`config.mk`:
```
export PLATFORM = sky130hd
export DESIGN_NAME = runner_core
export DESIGN_NICKNAME = d
export VERILOG_FILES = /design/src/design/runner_pkg.sv /design/src/design/runner_ifs.sv /design/src/design/runner_core.sv /design/src/design/hex_display_scanner.sv /design/src/design/player_physics.sv /design/src/design/frame_sequencer.sv /design/src/design/button_conditioner.sv
export SDC_FILE = /design/constraint.sdc
export NUM_CORES = 1
export LEC_CHECK = 0
export ABC_AREA = 1
export BUFFER_PORTS_ARGS = -buffer_cell sky130_fd_sc_hd__buf_4
export CAP_MARGIN = 30
export CORE_MARGIN = 8
export CORE_UTILIZATION = 30
export CTS_BUF_LIST = sky130_fd_sc_hd__clkbuf_2 sky130_fd_sc_hd__clkbuf_4 sky130_fd_sc_hd__clkbuf_8
export DETAILED_ROUTE_END_ITERATION = 7
export GPL_TIMING_DRIVEN = 0
export HOLD_SLACK_MARGIN = 0.05
export SYNTH_ARGS = -nofsm -noshare
export SYNTH_HDL_FRONTEND = slang
export SYNTH_SLANG_ARGS = --single-unit
```
`constraint.sdc`:
```
create_clock -name clk_render -period 4.44 [get_ports clk_render]
set_input_delay 0.666 -clock clk_render [delete_from_list [all_inputs] [get_ports clk_render]]
set_output_delay 0.666 -clock clk_render [all_outputs]
set_load 0.05 [all_outputs]
```
`src/design/runner_pkg.sv`:
```
package runner_pkg;

    // field types shared by the game core
    typedef logic [1:0]         lane_t;      // lanes 0..2, left to right
    typedef logic signed [15:0] height_t;    // vertical position and velocity
    typedef logic [15:0]        score_t;     // distance travelled
    typedef logic [10:0]        depth_t;     // obstacle distance ahead of the player

    // obstacle kinds as carried on the obstacle stream
    typedef enum logic [1:0] {
        KIND_LOW_BARRIER  = 2'd0,   // jump over it
        KIND_HIGH_BARRIER = 2'd1,   // duck under it
        KIND_WALL         = 2'd2    // no way past
    } obstacle_kind_t;

    // frame sequencer states
    typedef enum logic [1:0] {
        ST_RESET  = 2'd0,
        ST_START  = 2'd1,   // issues the frame tick
        ST_SETTLE = 2'd2,   // fixed settle time after each tick
        ST_LAG    = 2'd3    // stretches the frame to the selected lag
    } seq_state_t;

    // vertical motion, all in 128ths of a block
    localparam height_t GROUND        = -16'sd128;  // floor level
    localparam height_t GRAVITY       = 16'sd1;     // velocity lost per frame
    localparam height_t VERTICAL_JUMP = 16'sd190;   // launch velocity
    localparam height_t LOW_CLEARANCE = 16'sd15;    // margin over a low barrier

    // frames a duck is held for
    localparam logic [7:0] DUCK_LIMIT = 8'd128;

    localparam score_t SPEED = 16'd1;               // score per live frame

    // obstacles closer than this are level with the player
    localparam depth_t HIT_DEPTH = 11'd64;

    localparam logic [6:0] SETTLE_CYCLES = 7'd100;  // cycles in ST_SETTLE

    localparam lane_t LANE_START = 2'd1;            // middle lane

endpackage
```
`src/design/runner_ifs.sv`:
```
`timescale 1ns/100ps

// player controls, one rising edge per button, plus the frame tick
interface controls_if;
    logic left;         // rising edges seen up to the last tick
    logic right;
    logic jump;
    logic duck;
    logic frame_tick;   // one cycle per frame

    // button side, edges are registered on the tick
    modport source (
        output left, right, jump, duck,
        input  frame_tick
    );

    modport frame_source (
        output frame_tick
    );

    // game logic reads everything
    modport sink (
        input left, right, jump, duck, frame_tick
    );
endinterface

// player state as seen by the display and the top level
interface player_if;
    import runner_pkg::*;

    lane_t   lane;
    height_t height;
    score_t  score;
    logic    ducking;
    logic    game_over;    // sticky until reset

    modport source (
        output lane, height, score, ducking, game_over
    );

    // display only needs the numbers
    modport display (
        input score, height
    );
endinterface

```
`src/design/runner_core.sv`:
```
`timescale 1ns/100ps

module runner_core #(
    parameter int DEBOUNCE_CYCLES = 416000, // 5 ms at 12 ns
    parameter int LAG_SCALE       = 65536,
    parameter int DIGIT_CYCLES    = 1024
) (
    input  logic                       clk_render,
    input  logic                       rst,
    input  logic [3:0]                 btn,         // left, duck, jump, right
    input  logic [7:0]                 frame_lag,
    input  logic                       obstacle_valid,
    input  runner_pkg::lane_t          obstacle_lane,
    input  runner_pkg::obstacle_kind_t obstacle_kind,
    input  runner_pkg::depth_t         obstacle_depth,
    output logic                       frame_tick,
    output logic                       game_over,
    output runner_pkg::lane_t          player_lane,
    output runner_pkg::height_t        player_height,
    output runner_pkg::score_t         player_score,
    output logic                       ducking,
    output logic [7:0]                 seg_an,
    output logic [6:0]                 seg_cat
);

    controls_if ctl ();
    player_if   plyr ();

    button_conditioner #(
        .DEBOUNCE_CYCLES(DEBOUNCE_CYCLES)
    ) u_buttons (
        .clk_render(clk_render),
        .rst       (rst),
        .btn       (btn),
        .ctl       (ctl.source)
    );

    frame_sequencer #(
        .LAG_SCALE(LAG_SCALE)
    ) u_sequencer (
        .clk_render(clk_render),
        .rst       (rst),
        .frame_lag (frame_lag),
        .ctl       (ctl.frame_source)
    );

    player_physics u_player (
        .clk_render    (clk_render),
        .rst           (rst),
        .ctl           (ctl.sink),
        .obstacle_valid(obstacle_valid),
        .obstacle_lane (obstacle_lane),
        .obstacle_kind (obstacle_kind),
        .obstacle_depth(obstacle_depth),
        .plyr          (plyr.source)
    );

    hex_display_scanner #(
        .DIGIT_CYCLES(DIGIT_CYCLES)
    ) u_display (
        .clk_render(clk_render),
        .rst       (rst),
        .plyr      (plyr.display),
        .seg_an    (seg_an),
        .seg_cat   (seg_cat)
    );

    assign frame_tick    = ctl.frame_tick;
    assign game_over     = plyr.game_over;
    assign player_lane   = plyr.lane;
    assign player_height = plyr.height;
    assign player_score  = plyr.score;
    assign ducking       = plyr.ducking;

endmodule

```
`src/design/hex_display_scanner.sv`:
```
`timescale 1ns/100ps

module hex_display_scanner #(
    parameter int DIGIT_CYCLES = 1024   // cycles each digit stays lit
) (
    input  logic        clk_render,
    input  logic        rst,
    player_if.display   plyr,
    output logic [7:0]  seg_an,         // active low, one digit at a time
    output logic [6:0]  seg_cat         // active low, bit 0 = a .. bit 6 = g
);

    localparam int DIV_W = $clog2(DIGIT_CYCLES + 1);

    logic [DIV_W-1:0] div_cnt;
    logic [2:0]       digit;    // active digit index
    logic [31:0]      shown;    // score in the top half, height below
    logic [3:0]       nibble;
    logic [6:0]       segs;     // active high pattern

    always_ff @(posedge clk_render) begin
        if (rst) begin
            div_cnt <= '0;
            digit   <= 3'd0;
            shown   <= '0;
        end else if (div_cnt == DIV_W'(DIGIT_CYCLES - 1)) begin
            div_cnt <= '0;
            digit   <= digit + 3'd1;
            if (digit == 3'd7) begin
                shown <= {plyr.score, plyr.height};   // snapshot per full scan
            end
        end else begin
            div_cnt <= div_cnt + 1'b1;
        end
    end

    assign nibble = shown[{digit, 2'b00} +: 4];

    // hex font, gfedcba
    always_comb begin
        case (nibble)
            4'h0: segs = 7'h3f;
            4'h1: segs = 7'h06;
            4'h2: segs = 7'h5b;
            4'h3: segs = 7'h4f;
            4'h4: segs = 7'h66;
            4'h5: segs = 7'h6d;
            4'h6: segs = 7'h7d;
            4'h7: segs = 7'h07;
            4'h8: segs = 7'h7f;
            4'h9: segs = 7'h6f;
            4'ha: segs = 7'h77;
            4'hb: segs = 7'h7c;   // lower case b
            4'hc: segs = 7'h39;
            4'hd: segs = 7'h5e;   // lower case d
            4'he: segs = 7'h79;
            default: segs = 7'h71;
        endcase
    end

    assign seg_cat = ~segs;
    assign seg_an  = ~(8'd1 << digit);

endmodule

```
`src/design/player_physics.sv`:
```
`timescale 1ns/100ps

module player_physics (
    input  logic                       clk_render,
    input  logic                       rst,
    controls_if.sink                   ctl,
    input  logic                       obstacle_valid,
    input  runner_pkg::lane_t          obstacle_lane,
    input  runner_pkg::obstacle_kind_t obstacle_kind,
    input  runner_pkg::depth_t         obstacle_depth,
    player_if.source                   plyr
);
    import runner_pkg::*;

    lane_t      lane;
    height_t    height;
    height_t    velocity;   // positive is up
    score_t     score;
    logic [7:0] duck_cnt;   // frames of duck left
    logic       game_over;
    logic       ducking;

    height_t    vel_next;
    height_t    height_next;
    logic       in_reach;   // obstacle level with the player
    logic       hit;

    assign ducking = (duck_cnt != 8'd0);

    // jumps only take off from the floor
    always_comb begin
        vel_next    = (ctl.jump && height == GROUND) ? VERTICAL_JUMP : velocity;
        height_next = height + vel_next;
    end

    // collision test runs every cycle an obstacle is presented
    always_comb begin
        in_reach = obstacle_valid && (obstacle_lane == lane) && (obstacle_depth < HIT_DEPTH);
        case (obstacle_kind)
            KIND_LOW_BARRIER:  hit = in_reach && !(height > GROUND + LOW_CLEARANCE);
            KIND_HIGH_BARRIER: hit = in_reach && !ducking;
            KIND_WALL:         hit = in_reach;
            default:           hit = in_reach;     // unknown kind counts as solid
        endcase
    end

    always_ff @(posedge clk_render) begin
        if (rst) begin
            game_over <= 1'b0;
        end else if (hit) begin
            game_over <= 1'b1;     // sticky
        end
    end

    // per-frame update, frozen once the game is over
    always_ff @(posedge clk_render) begin
        if (rst) begin
            lane     <= LANE_START;
            height   <= GROUND;
            velocity <= '0;
            score    <= '0;
            duck_cnt <= '0;
        end else if (ctl.frame_tick && !game_over) begin
            // lane change, left wins if both arrive together
            if (ctl.left && lane != 2'd0) begin
                lane <= lane - 2'd1;
            end else if (ctl.right && lane != 2'd2) begin
                lane <= lane + 2'd1;
            end

            if (height_next < GROUND) begin
                height   <= GROUND;     // landed
                velocity <= '0;
            end else begin
                height   <= height_next;
                velocity <= vel_next - GRAVITY;
            end

            if (ctl.duck) begin
                duck_cnt <= DUCK_LIMIT;             // a new duck restarts the timer
            end else if (duck_cnt != 8'd0) begin
                duck_cnt <= duck_cnt - 8'd1;
            end

            score <= score + SPEED;
        end
    end

    assign plyr.lane      = lane;
    assign plyr.height    = height;
    assign plyr.score     = score;
    assign plyr.ducking   = ducking;
    assign plyr.game_over = game_over;

endmodule

```
`src/design/frame_sequencer.sv`:
```
`timescale 1ns/100ps

module frame_sequencer #(
    parameter int LAG_SCALE = 65536     // cycles per frame_lag step
) (
    input  logic             clk_render,
    input  logic             rst,
    input  logic [7:0]       frame_lag,
    controls_if.frame_source ctl
);
    import runner_pkg::*;

    seq_state_t  state;
    logic        tick;
    logic [6:0]  settle_cnt;
    logic [31:0] lag_cnt;       // cycles since the last ST_START
    logic [31:0] lag_target;    // minimum frame length in cycles

    // frame = 1 start cycle + SETTLE_CYCLES + at least 1 lag cycle
    always_ff @(posedge clk_render) begin
        if (rst) begin
            state      <= ST_RESET;
            tick       <= 1'b0;
            settle_cnt <= '0;
            lag_cnt    <= '0;
            lag_target <= '0;
        end else begin
            tick    <= 1'b0;
            lag_cnt <= lag_cnt + 32'd1;

            if (tick) begin
                lag_target <= 32'(frame_lag) * 32'(LAG_SCALE);  // new lag per frame
            end

            case (state)
                ST_RESET: state <= ST_START;
                ST_START: begin
                    tick       <= 1'b1;
                    settle_cnt <= '0;
                    lag_cnt    <= 32'd1;    // counts from this cycle
                    state      <= ST_SETTLE;
                end
                ST_SETTLE: begin
                    if (settle_cnt == SETTLE_CYCLES - 7'd1) begin
                        state <= ST_LAG;
                    end else begin
                        settle_cnt <= settle_cnt + 7'd1;
                    end
                end
                ST_LAG: begin
                    // next cycle would complete the requested length
                    if (lag_cnt + 32'd1 >= lag_target) begin
                        state <= ST_START;
                    end
                end
                default: state <= ST_RESET;
            endcase
        end
    end

    assign ctl.frame_tick = tick;

endmodule

```
`src/design/button_conditioner.sv`:
```
`timescale 1ns/100ps

module button_conditioner #(
    parameter int DEBOUNCE_CYCLES = 416000  // cycles a new level must hold
) (
    input  logic       clk_render,
    input  logic       rst,
    input  logic [3:0] btn,         // left, duck, jump, right
    controls_if.source ctl
);

    localparam int CNT_W = $clog2(DEBOUNCE_CYCLES + 1);

    logic [CNT_W-1:0] db_cnt [4];   // one counter per button
    logic [3:0]       clean;        // debounced levels
    logic [3:0]       clean_prev;   // levels at the previous tick
    logic [3:0]       edges;        // rising edges, updated per frame

    // a level is accepted once the raw input disagrees with it
    // for DEBOUNCE_CYCLES cycles in a row
    always_ff @(posedge clk_render) begin
        if (rst) begin
            clean <= '0;
            for (int i = 0; i < 4; i++) begin
                db_cnt[i] <= '0;
            end
        end else begin
            for (int i = 0; i < 4; i++) begin
                if (btn[i] == clean[i]) begin
                    db_cnt[i] <= '0;                // bounce, start over
                end else if (db_cnt[i] == CNT_W'(DEBOUNCE_CYCLES - 1)) begin
                    clean[i]  <= btn[i];            // held long enough
                    db_cnt[i] <= '0;
                end else begin
                    db_cnt[i] <= db_cnt[i] + 1'b1;
                end
            end
        end
    end

    // edge capture once per frame
    // a button held across ticks gives a single edge
    always_ff @(posedge clk_render) begin
        if (rst) begin
            clean_prev <= '0;
            edges      <= '0;
        end else if (ctl.frame_tick) begin
            clean_prev <= clean;
            edges      <= clean & ~clean_prev;
        end
    end

    assign ctl.left  = edges[3];
    assign ctl.duck  = edges[2];
    assign ctl.jump  = edges[1];
    assign ctl.right = edges[0];

endmodule

```
After elaboration in Yosys (flattened, before gate mapping):

Memories as Yosys holds them, arrays and structs flattened.
Index checks and enable logic that the tools add are counted.

* flip-flop bits (word level): 167
* bits in latches: 0
* RAM bits: 76
* ROM bits: 112
* logic and storage cells: 186
* memories: 2

* add/subtract/negate cells: 14
* multiply operators: 0
* divide/modulo/power cells: 0
* order comparisons: 4
* equality and inequality tests: 21
* shifts and indexed selects: 2
* muxes and demuxes: 73
* bitwise gates (word level): 20
* reduce and logical (&&, ||, !) cells: 29

Memories
* (no name shown): depth 16, width 7, read ports 1, clocked after Yosys merged registers in 0, wr ports 0, RTL line hex_display_scanner.sv:41 `case (nibble)`
* u_buttons.db_cnt: depth 4, width 19, read ports 4, clocked after Yosys merged registers in 0, wr ports 4, RTL line button_conditioner.sv:14 `logic [CNT_W-1:0] db_cnt [4];`

Operators by type and width (count)
* two-way mux 19 bit: 12
* adder 19 x 1 -> 19 bit, second input constant: 4
* == test 19 bit, second input constant: 4
* two-way mux 1 bit: 48
* two-way mux 16 bit: 3
* adder 32 x 1 -> 32 bit, second input constant: 1
* >= comparator 32 x 24 -> 1 bit: 1
* variable part select 32 x 6 -> 4 bit: 1
* AND reduction 2 bit: 9
* adder 16 x 1 -> 16 bit, second input constant: 1
* adder 16 bit: 1
* == test 16 x 8 -> 1 bit, second input constant: 1
* greater-than comparator 16 x 8 -> 1 bit, second input constant: 1
* < comparator 16 x 8 -> 1 bit, second input constant: 1
* two-way mux 8 bit: 2
* subtractor 16 x 2 -> 16 bit, second input constant: 1
* one-hot mux 7 bit (2 select lines): 1
* OR 1 bit: 12
* adder 11 x 1 -> 11 bit, second input constant: 1
* == test 11 x 10 -> 1 bit, second input constant: 1
* < comparator 11 x 7 -> 1 bit, second input constant: 1
* logical AND 1 bit: 8
* two-way mux 2 bit: 4
* inverter 8 bit: 1
* other kinds (26): 43

Longest topological paths before layout:

An unclocked memory read counts as a cell.

* word-level depth: 8
* depth in mapped cells: 28
* gate-level depth less buffers: 27

Cells and area by module:

Synthesis repeated with hierarchy kept, for this count alone.

* cell total of the unflattened synthesis: 2053
* area, all modules: 14382.5 sq um

Modules (own cells, without submodules)
* button_conditioner: times used 1, cells an instance 614, area an instance 5136.2 sq um, seq. area each 2522.4 sq um
* player_physics: times used 1, cells an instance 591, area an instance 3802.4 sq um, seq. area each 1181.1 sq um
* frame_sequencer: times used 1, cells an instance 439, area an instance 2874.0 sq um, seq. area each 1001.0 sq um
* hex_display_scanner: times used 1, cells an instance 409, area an instance 2570.0 sq um, seq. area each 920.9 sq um

Least setup slack after synthesis:

No wires, ideal clock.

* path type: flip-flop to flip-flop
* from: reg u_player.height[9], in the netlist u_player.plyr.height[9]
* to: reg u_player.velocity[14]
* arrival time: 4.257 ns
* required time: 4.369 ns
* setup slack: 0.112 ns
* cell stages (with the launch flop): 28
* path buffers: 2
* clock period less this slack: 4.328 ns
* cells stage by stage: dfxtp_1 -> inv_1 -> nor3_1 -> nand2_1 -> nor3_1 -> nor2_1 -> ha_1 -> fa_1 -> nand3_1 -> a21oi_1 -> nor2_1 -> nor2_1 -> nand3_1 -> nand2_1 -> nand2_2 -> nand2_2 -> nand2_1 -> nand2_1 -> nand2_1 -> nand2_1 -> nor2_1 -> nand3_1 -> ha_1 -> nor2_1 -> clkbuf_1 -> clkbuf_1 -> nand2_1 -> a21oi_1

* longest elaborated chain between the ends: 6
* elaborated cells between the ends (all ways): 7

RTL lines
* from (decl): RTL line player_physics.sv:16 `height_t height;`
* from (signal assigned): RTL line player_physics.sv:75 `height <= height_next;`
* == test 16 x 8 -> 1 bit: RTL line player_physics.sv:32 `vel_next = (ctl.jump && height == GROUND) ? VERTICAL_JUMP : velocity;`
* logical AND 1 bit: RTL line player_physics.sv:32
* two-way mux 16 bit: RTL line player_physics.sv:32
* adder 16 bit: RTL line player_physics.sv:33 `height_next = height + vel_next;`
* < comparator 16 x 8 -> 1 bit: RTL line player_physics.sv:71 `if (height_next < GROUND) begin`
* two-way mux 16 bit (*): RTL line player_physics.sv:71
* to (signal assigned): RTL line player_physics.sv:76 `velocity <= vel_next - GRAVITY;`
* to (decl): RTL line player_physics.sv:17 `height_t velocity;`

Mark *: on every way between the ends. The rest lies on a longest branch, timed or not.
A chain may end at the register's enable or synchronous reset.

Final worst setup path:

* from: reg u_player.height[13], in the netlist u_player.plyr.height[13]
* to: reg u_player.height[2], in the netlist u_player.plyr.height[2]

* longest elaborated chain between the ends: 6

RTL lines (RTL line)
* == test 16 x 8 -> 1 bit: player_physics.sv:32
* logical AND 1 bit: player_physics.sv:32
* two-way mux 16 bit: player_physics.sv:32
* adder 16 bit (*): player_physics.sv:33
* < comparator 16 x 8 -> 1 bit: player_physics.sv:71
* two-way mux 16 bit (*): player_physics.sv:71

Marked as above.

==> impl_metrics.env <==
export IMPL_dieArea_mm2=0.0519
export IMPL_clock_latency_ns=0.57
export IMPL_path_max_fanout=10
export IMPL_critPathKind="reg -> reg"
export IMPL_first_pass_iters=5
export IMPL_finalMaxSlewViolations=0
export IMPL_hold_class="in -> reg"
export IMPL_synth_edff_count=76
export IMPL_setup_tns_ns=0
export IMPL_grt_pass1_vias=11600
export IMPL_hpwl_um=26300
export IMPL_r2r_start="u_player.plyr.height[13]"
export IMPL_routabilityCongestion=0.897
export IMPL_slowest_stage="dfxtp_1"
export IMPL_antenna_found_initial=0
export IMPL_worstSetupStartpoint="u_player.plyr.height[13]"
export IMPL_nNetsFinal=2094
export IMPL_power_switching_mw=3.00
export IMPL_grt_usage=0.129
export IMPL_die_w_um=228
export IMPL_rsz0062_at_grt="false"
export IMPL_finalNonFillerCells=2642
export IMPL_clk_path_buf_depth=3
export IMPL_crit_buf_inv=2
export IMPL_max_cap_violations=0
export IMPL_io_pins=82
export IMPL_crit_path_start_kind="register"
export IMPL_postSynthCellCount=1818
export IMPL_clock_sinks=243
export IMPL_synth_seq_cells=243
export IMPL_core_area_mm2=0.0442
export IMPL_dp_cells=2560
export IMPL_drive_above_1_share=0.122
export IMPL_avgSynthCellArea_um2=7.41
export IMPL_synth_main_ff_cell="dfxtp_1"
export IMPL_dieHeight_um=228
export IMPL_ys_async_sr_fraction=0
export IMPL_num_vias=12100
export IMPL_num_antenna_cells=0
export IMPL_cp_depth=27
export IMPL_period_share=0.919
export IMPL_crit_path_max_incr_delay_ns=0.47
export IMPL_status="finished clean"
export IMPL_ant_nets=0
export IMPL_cp_end_kind="register"
export IMPL_initial_utilization=0.305
export IMPL_grt_busiest_layer="met2"
export IMPL_cts_hold_buf=0
export IMPL_period_minus_slack_ns=4.08
export IMPL_viasPerCell=4.59
export IMPL_reg2regPathDepth=27
export IMPL_tightest_slew_ns=0.781
export IMPL_cts_tree="yes"
export IMPL_cpLargestDelayFamily="simple AND/OR/NAND/NOR gates"
export IMPL_gr_usage_met2=0.218
export IMPL_yosysSeqAreaShare=0.418
export IMPL_whs_ns=0.362
export IMPL_route_detailed_drc=0
export IMPL_fin_area_mm2=0.0161
export IMPL_total_leakage_power_nw=6.75
export IMPL_root_buffer="clkbuf_8"
export IMPL_synth_distinct_cells=56
export IMPL_gr_usage_met3=0.0283
export IMPL_report_final_hold_viol_count=0
export IMPL_use_met1=0.162
export IMPL_clock_skew_ns=0.0266
export IMPL_clk_pin_slew_ns=0.06
export IMPL_rr_endpoint="u_player.plyr.height[2]"
export IMPL_combPwrFrac=0.364
export IMPL_max_freq_ghz=0.245
export IMPL_cpMostUsedCell="nand2_1"
export IMPL_slew_headroom=0.479
export IMPL_p_int_mw=4.72
export IMPL_p_sw_frac=0.388
export IMPL_p_clk_frac=0.288
export IMPL_grt_max_degree=12
export IMPL_htreeDepth=2
export IMPL_dpl_cell_area_mm2=0.0151
export IMPL_routedWlPerCell_um=13.1
export IMPL_num_rows=77
export IMPL_overflow=0
export IMPL_wl_um=34500
export IMPL_setup_viol=0
export IMPL_power_density_mw_per_mm2=480
export IMPL_total_power_mw=7.71
export IMPL_r2r_setup_slack_ns=0.36
export IMPL_dr_first_iter_drc_count=568
export IMPL_peakVddDrop_uv=366
export IMPL_ys_warn_count=0
export IMPL_cp_arrival_ns=4.57
export IMPL_numCtsBuffers=44
export IMPL_required_ns=4.93
export IMPL_grt_pass1_wl_um=57000
export IMPL_endpoint="u_player.plyr.height[2]"
export IMPL_pwr_share_seq=0.347
export IMPL_port_buffers=75
export IMPL_netlist_area_mm2=0.0135
export IMPL_area_growth_syn_to_layout_pct=19.2
## what timing repair did
item	CTS	global route
pin swaps	0	2
setup buffers	0	2
gates resized for setup	10	14
setup endpoints to repair	21	27
## cells by family after synthesis
family / count (synthesis) / share of synthesized area
other: 1 / 0.000278
buffers and inverters: 308 / 0.0883
flip-flops: 243 / 0.418
XOR/XNOR: 57 / 0.0371
AO/OA/AOI/OAI: 328 / 0.128
AND/OR/NAND/NOR: 833 / 0.283
adder cells (fa/ha/maj): 48 / 0.0452
## sequential cells by signal, summed over array words and instances (netlist names)
signal	count
u_sequencer.lag_target	8
u_player.velocity	16
u_sequencer.lag_cnt	32
u_player.duck_cnt	8
u_buttons.edges	4
u_display.div_cnt	11
u_display.shown	32
u_player.plyr.height	16
u_buttons.clean_prev	4
u_player.plyr.score	16
u_sequencer.ctl.frame_tick	1
u_display.digit	3
u_player.plyr.lane	2
u_player.plyr.game_over	1
u_sequencer.settle_cnt	7
u_buttons.clean	4
u_sequencer.state	2
u_buttons.db_cnt	76
## metrics by stage
step | worst slack [ns] | util
after floorplan | 0.112 | -
after global placement | -0.597 | 0.340
after detailed placement | -0.631 | 0.340
after CTS | 0.0322 | 0.362
after global routing | 0.0135 | 0.363
final | 0.360 | 0.363
## per-layer routing
| layer | vias to the layer above | routed length [um] |
|---|---|---|
| met1 | 5553 | 16000 |
| met3 | 53 | 1830 |
| li1 | 6294 | - |
| met2 | 219 | 15700 |
| met4 | 0 | 890 |
| met5 | - | 0 |
## worst min-delay path, delay by kind of cell
kind / cells / cell delay (ns)
AND/OR/NAND/NOR: 2 / 0.13
buffers and inverters: 1 / 0.09
## layout make-up
| type | count | area (um2) |
|---|---|---|
| timing repair buffer | 77 | 578 |
| buffer | 41 | 199 |
| tap | 592 | 741 |
| clock buffer | 77 | 916 |
| sequential | 243 | 5640 |
| clock inverter | 3 | 21.3 |
| multi-input combinational | 1342 | 6960 |
| inverter | 267 | 1000 |
| fill | 4638 | 28200 |
## placed cells by master, fill, tap and decap left out, drive strengths merged, types with 5 or more instances in the layout
cell type,count
inv,266
o21ai,128
nand3b,9
nor3b,14
clkbuf,107
nand2,372
nand3,101
xor2,42
o21a,7
dfxtp,167
buf,88
ha,47
a21oi,169
nor4,12
nor2,226
nor3,54
a31oi,5
or2,6
xnor2,15
edfxtp,76
conb,76
nand4,30
## synth_stat cells (32+ instances only)
cell type / count / area (um2)
nand2_1: 349 / 1310
a21oi_1: 168 / 841
nor2_1: 207 / 777
edfxtp_1: 76 / 2280
nand3_1: 94 / 470
o21ai_0: 121 / 606
clkbuf_1: 32 / 120
xor2_1: 42 / 368
nor3_1: 47 / 235
ha_1: 47 / 588
dfxtp_1: 167 / 3340
inv_1: 254 / 953
## worst min path at each step
stage	endpoint	start	cells past startpoint
floorplan	u_display.div_cnt[0]	u_display.div_cnt[0]	1
global placement	u_display.div_cnt[0]	u_display.div_cnt[0]	1
detailed placement	u_display.shown[1]	u_display.shown[1]	2
CTS	u_buttons.clean[1]	btn[1]	3
global route	u_buttons.clean[1]	btn[1]	3
finish	u_buttons.clean[1]	btn[1]	3
## power by group through the flow
| stage | Sequential [mW] | Clock [mW] | Combinational (mW) |
|---|---|---|---|
| after global routing | 2.71 | 2.39 | 3.18 |
| after CTS | 2.68 | 2.29 | 2.74 |
| after floorplan | 2.75 | 0 | 2.01 |
| final | 2.68 | 2.22 | 2.81 |
| after detailed placement | 2.72 | 0 | 2.71 |
| after global placement | 2.71 | 0 | 2.69 |
Power figures use the tool's default switching activity.
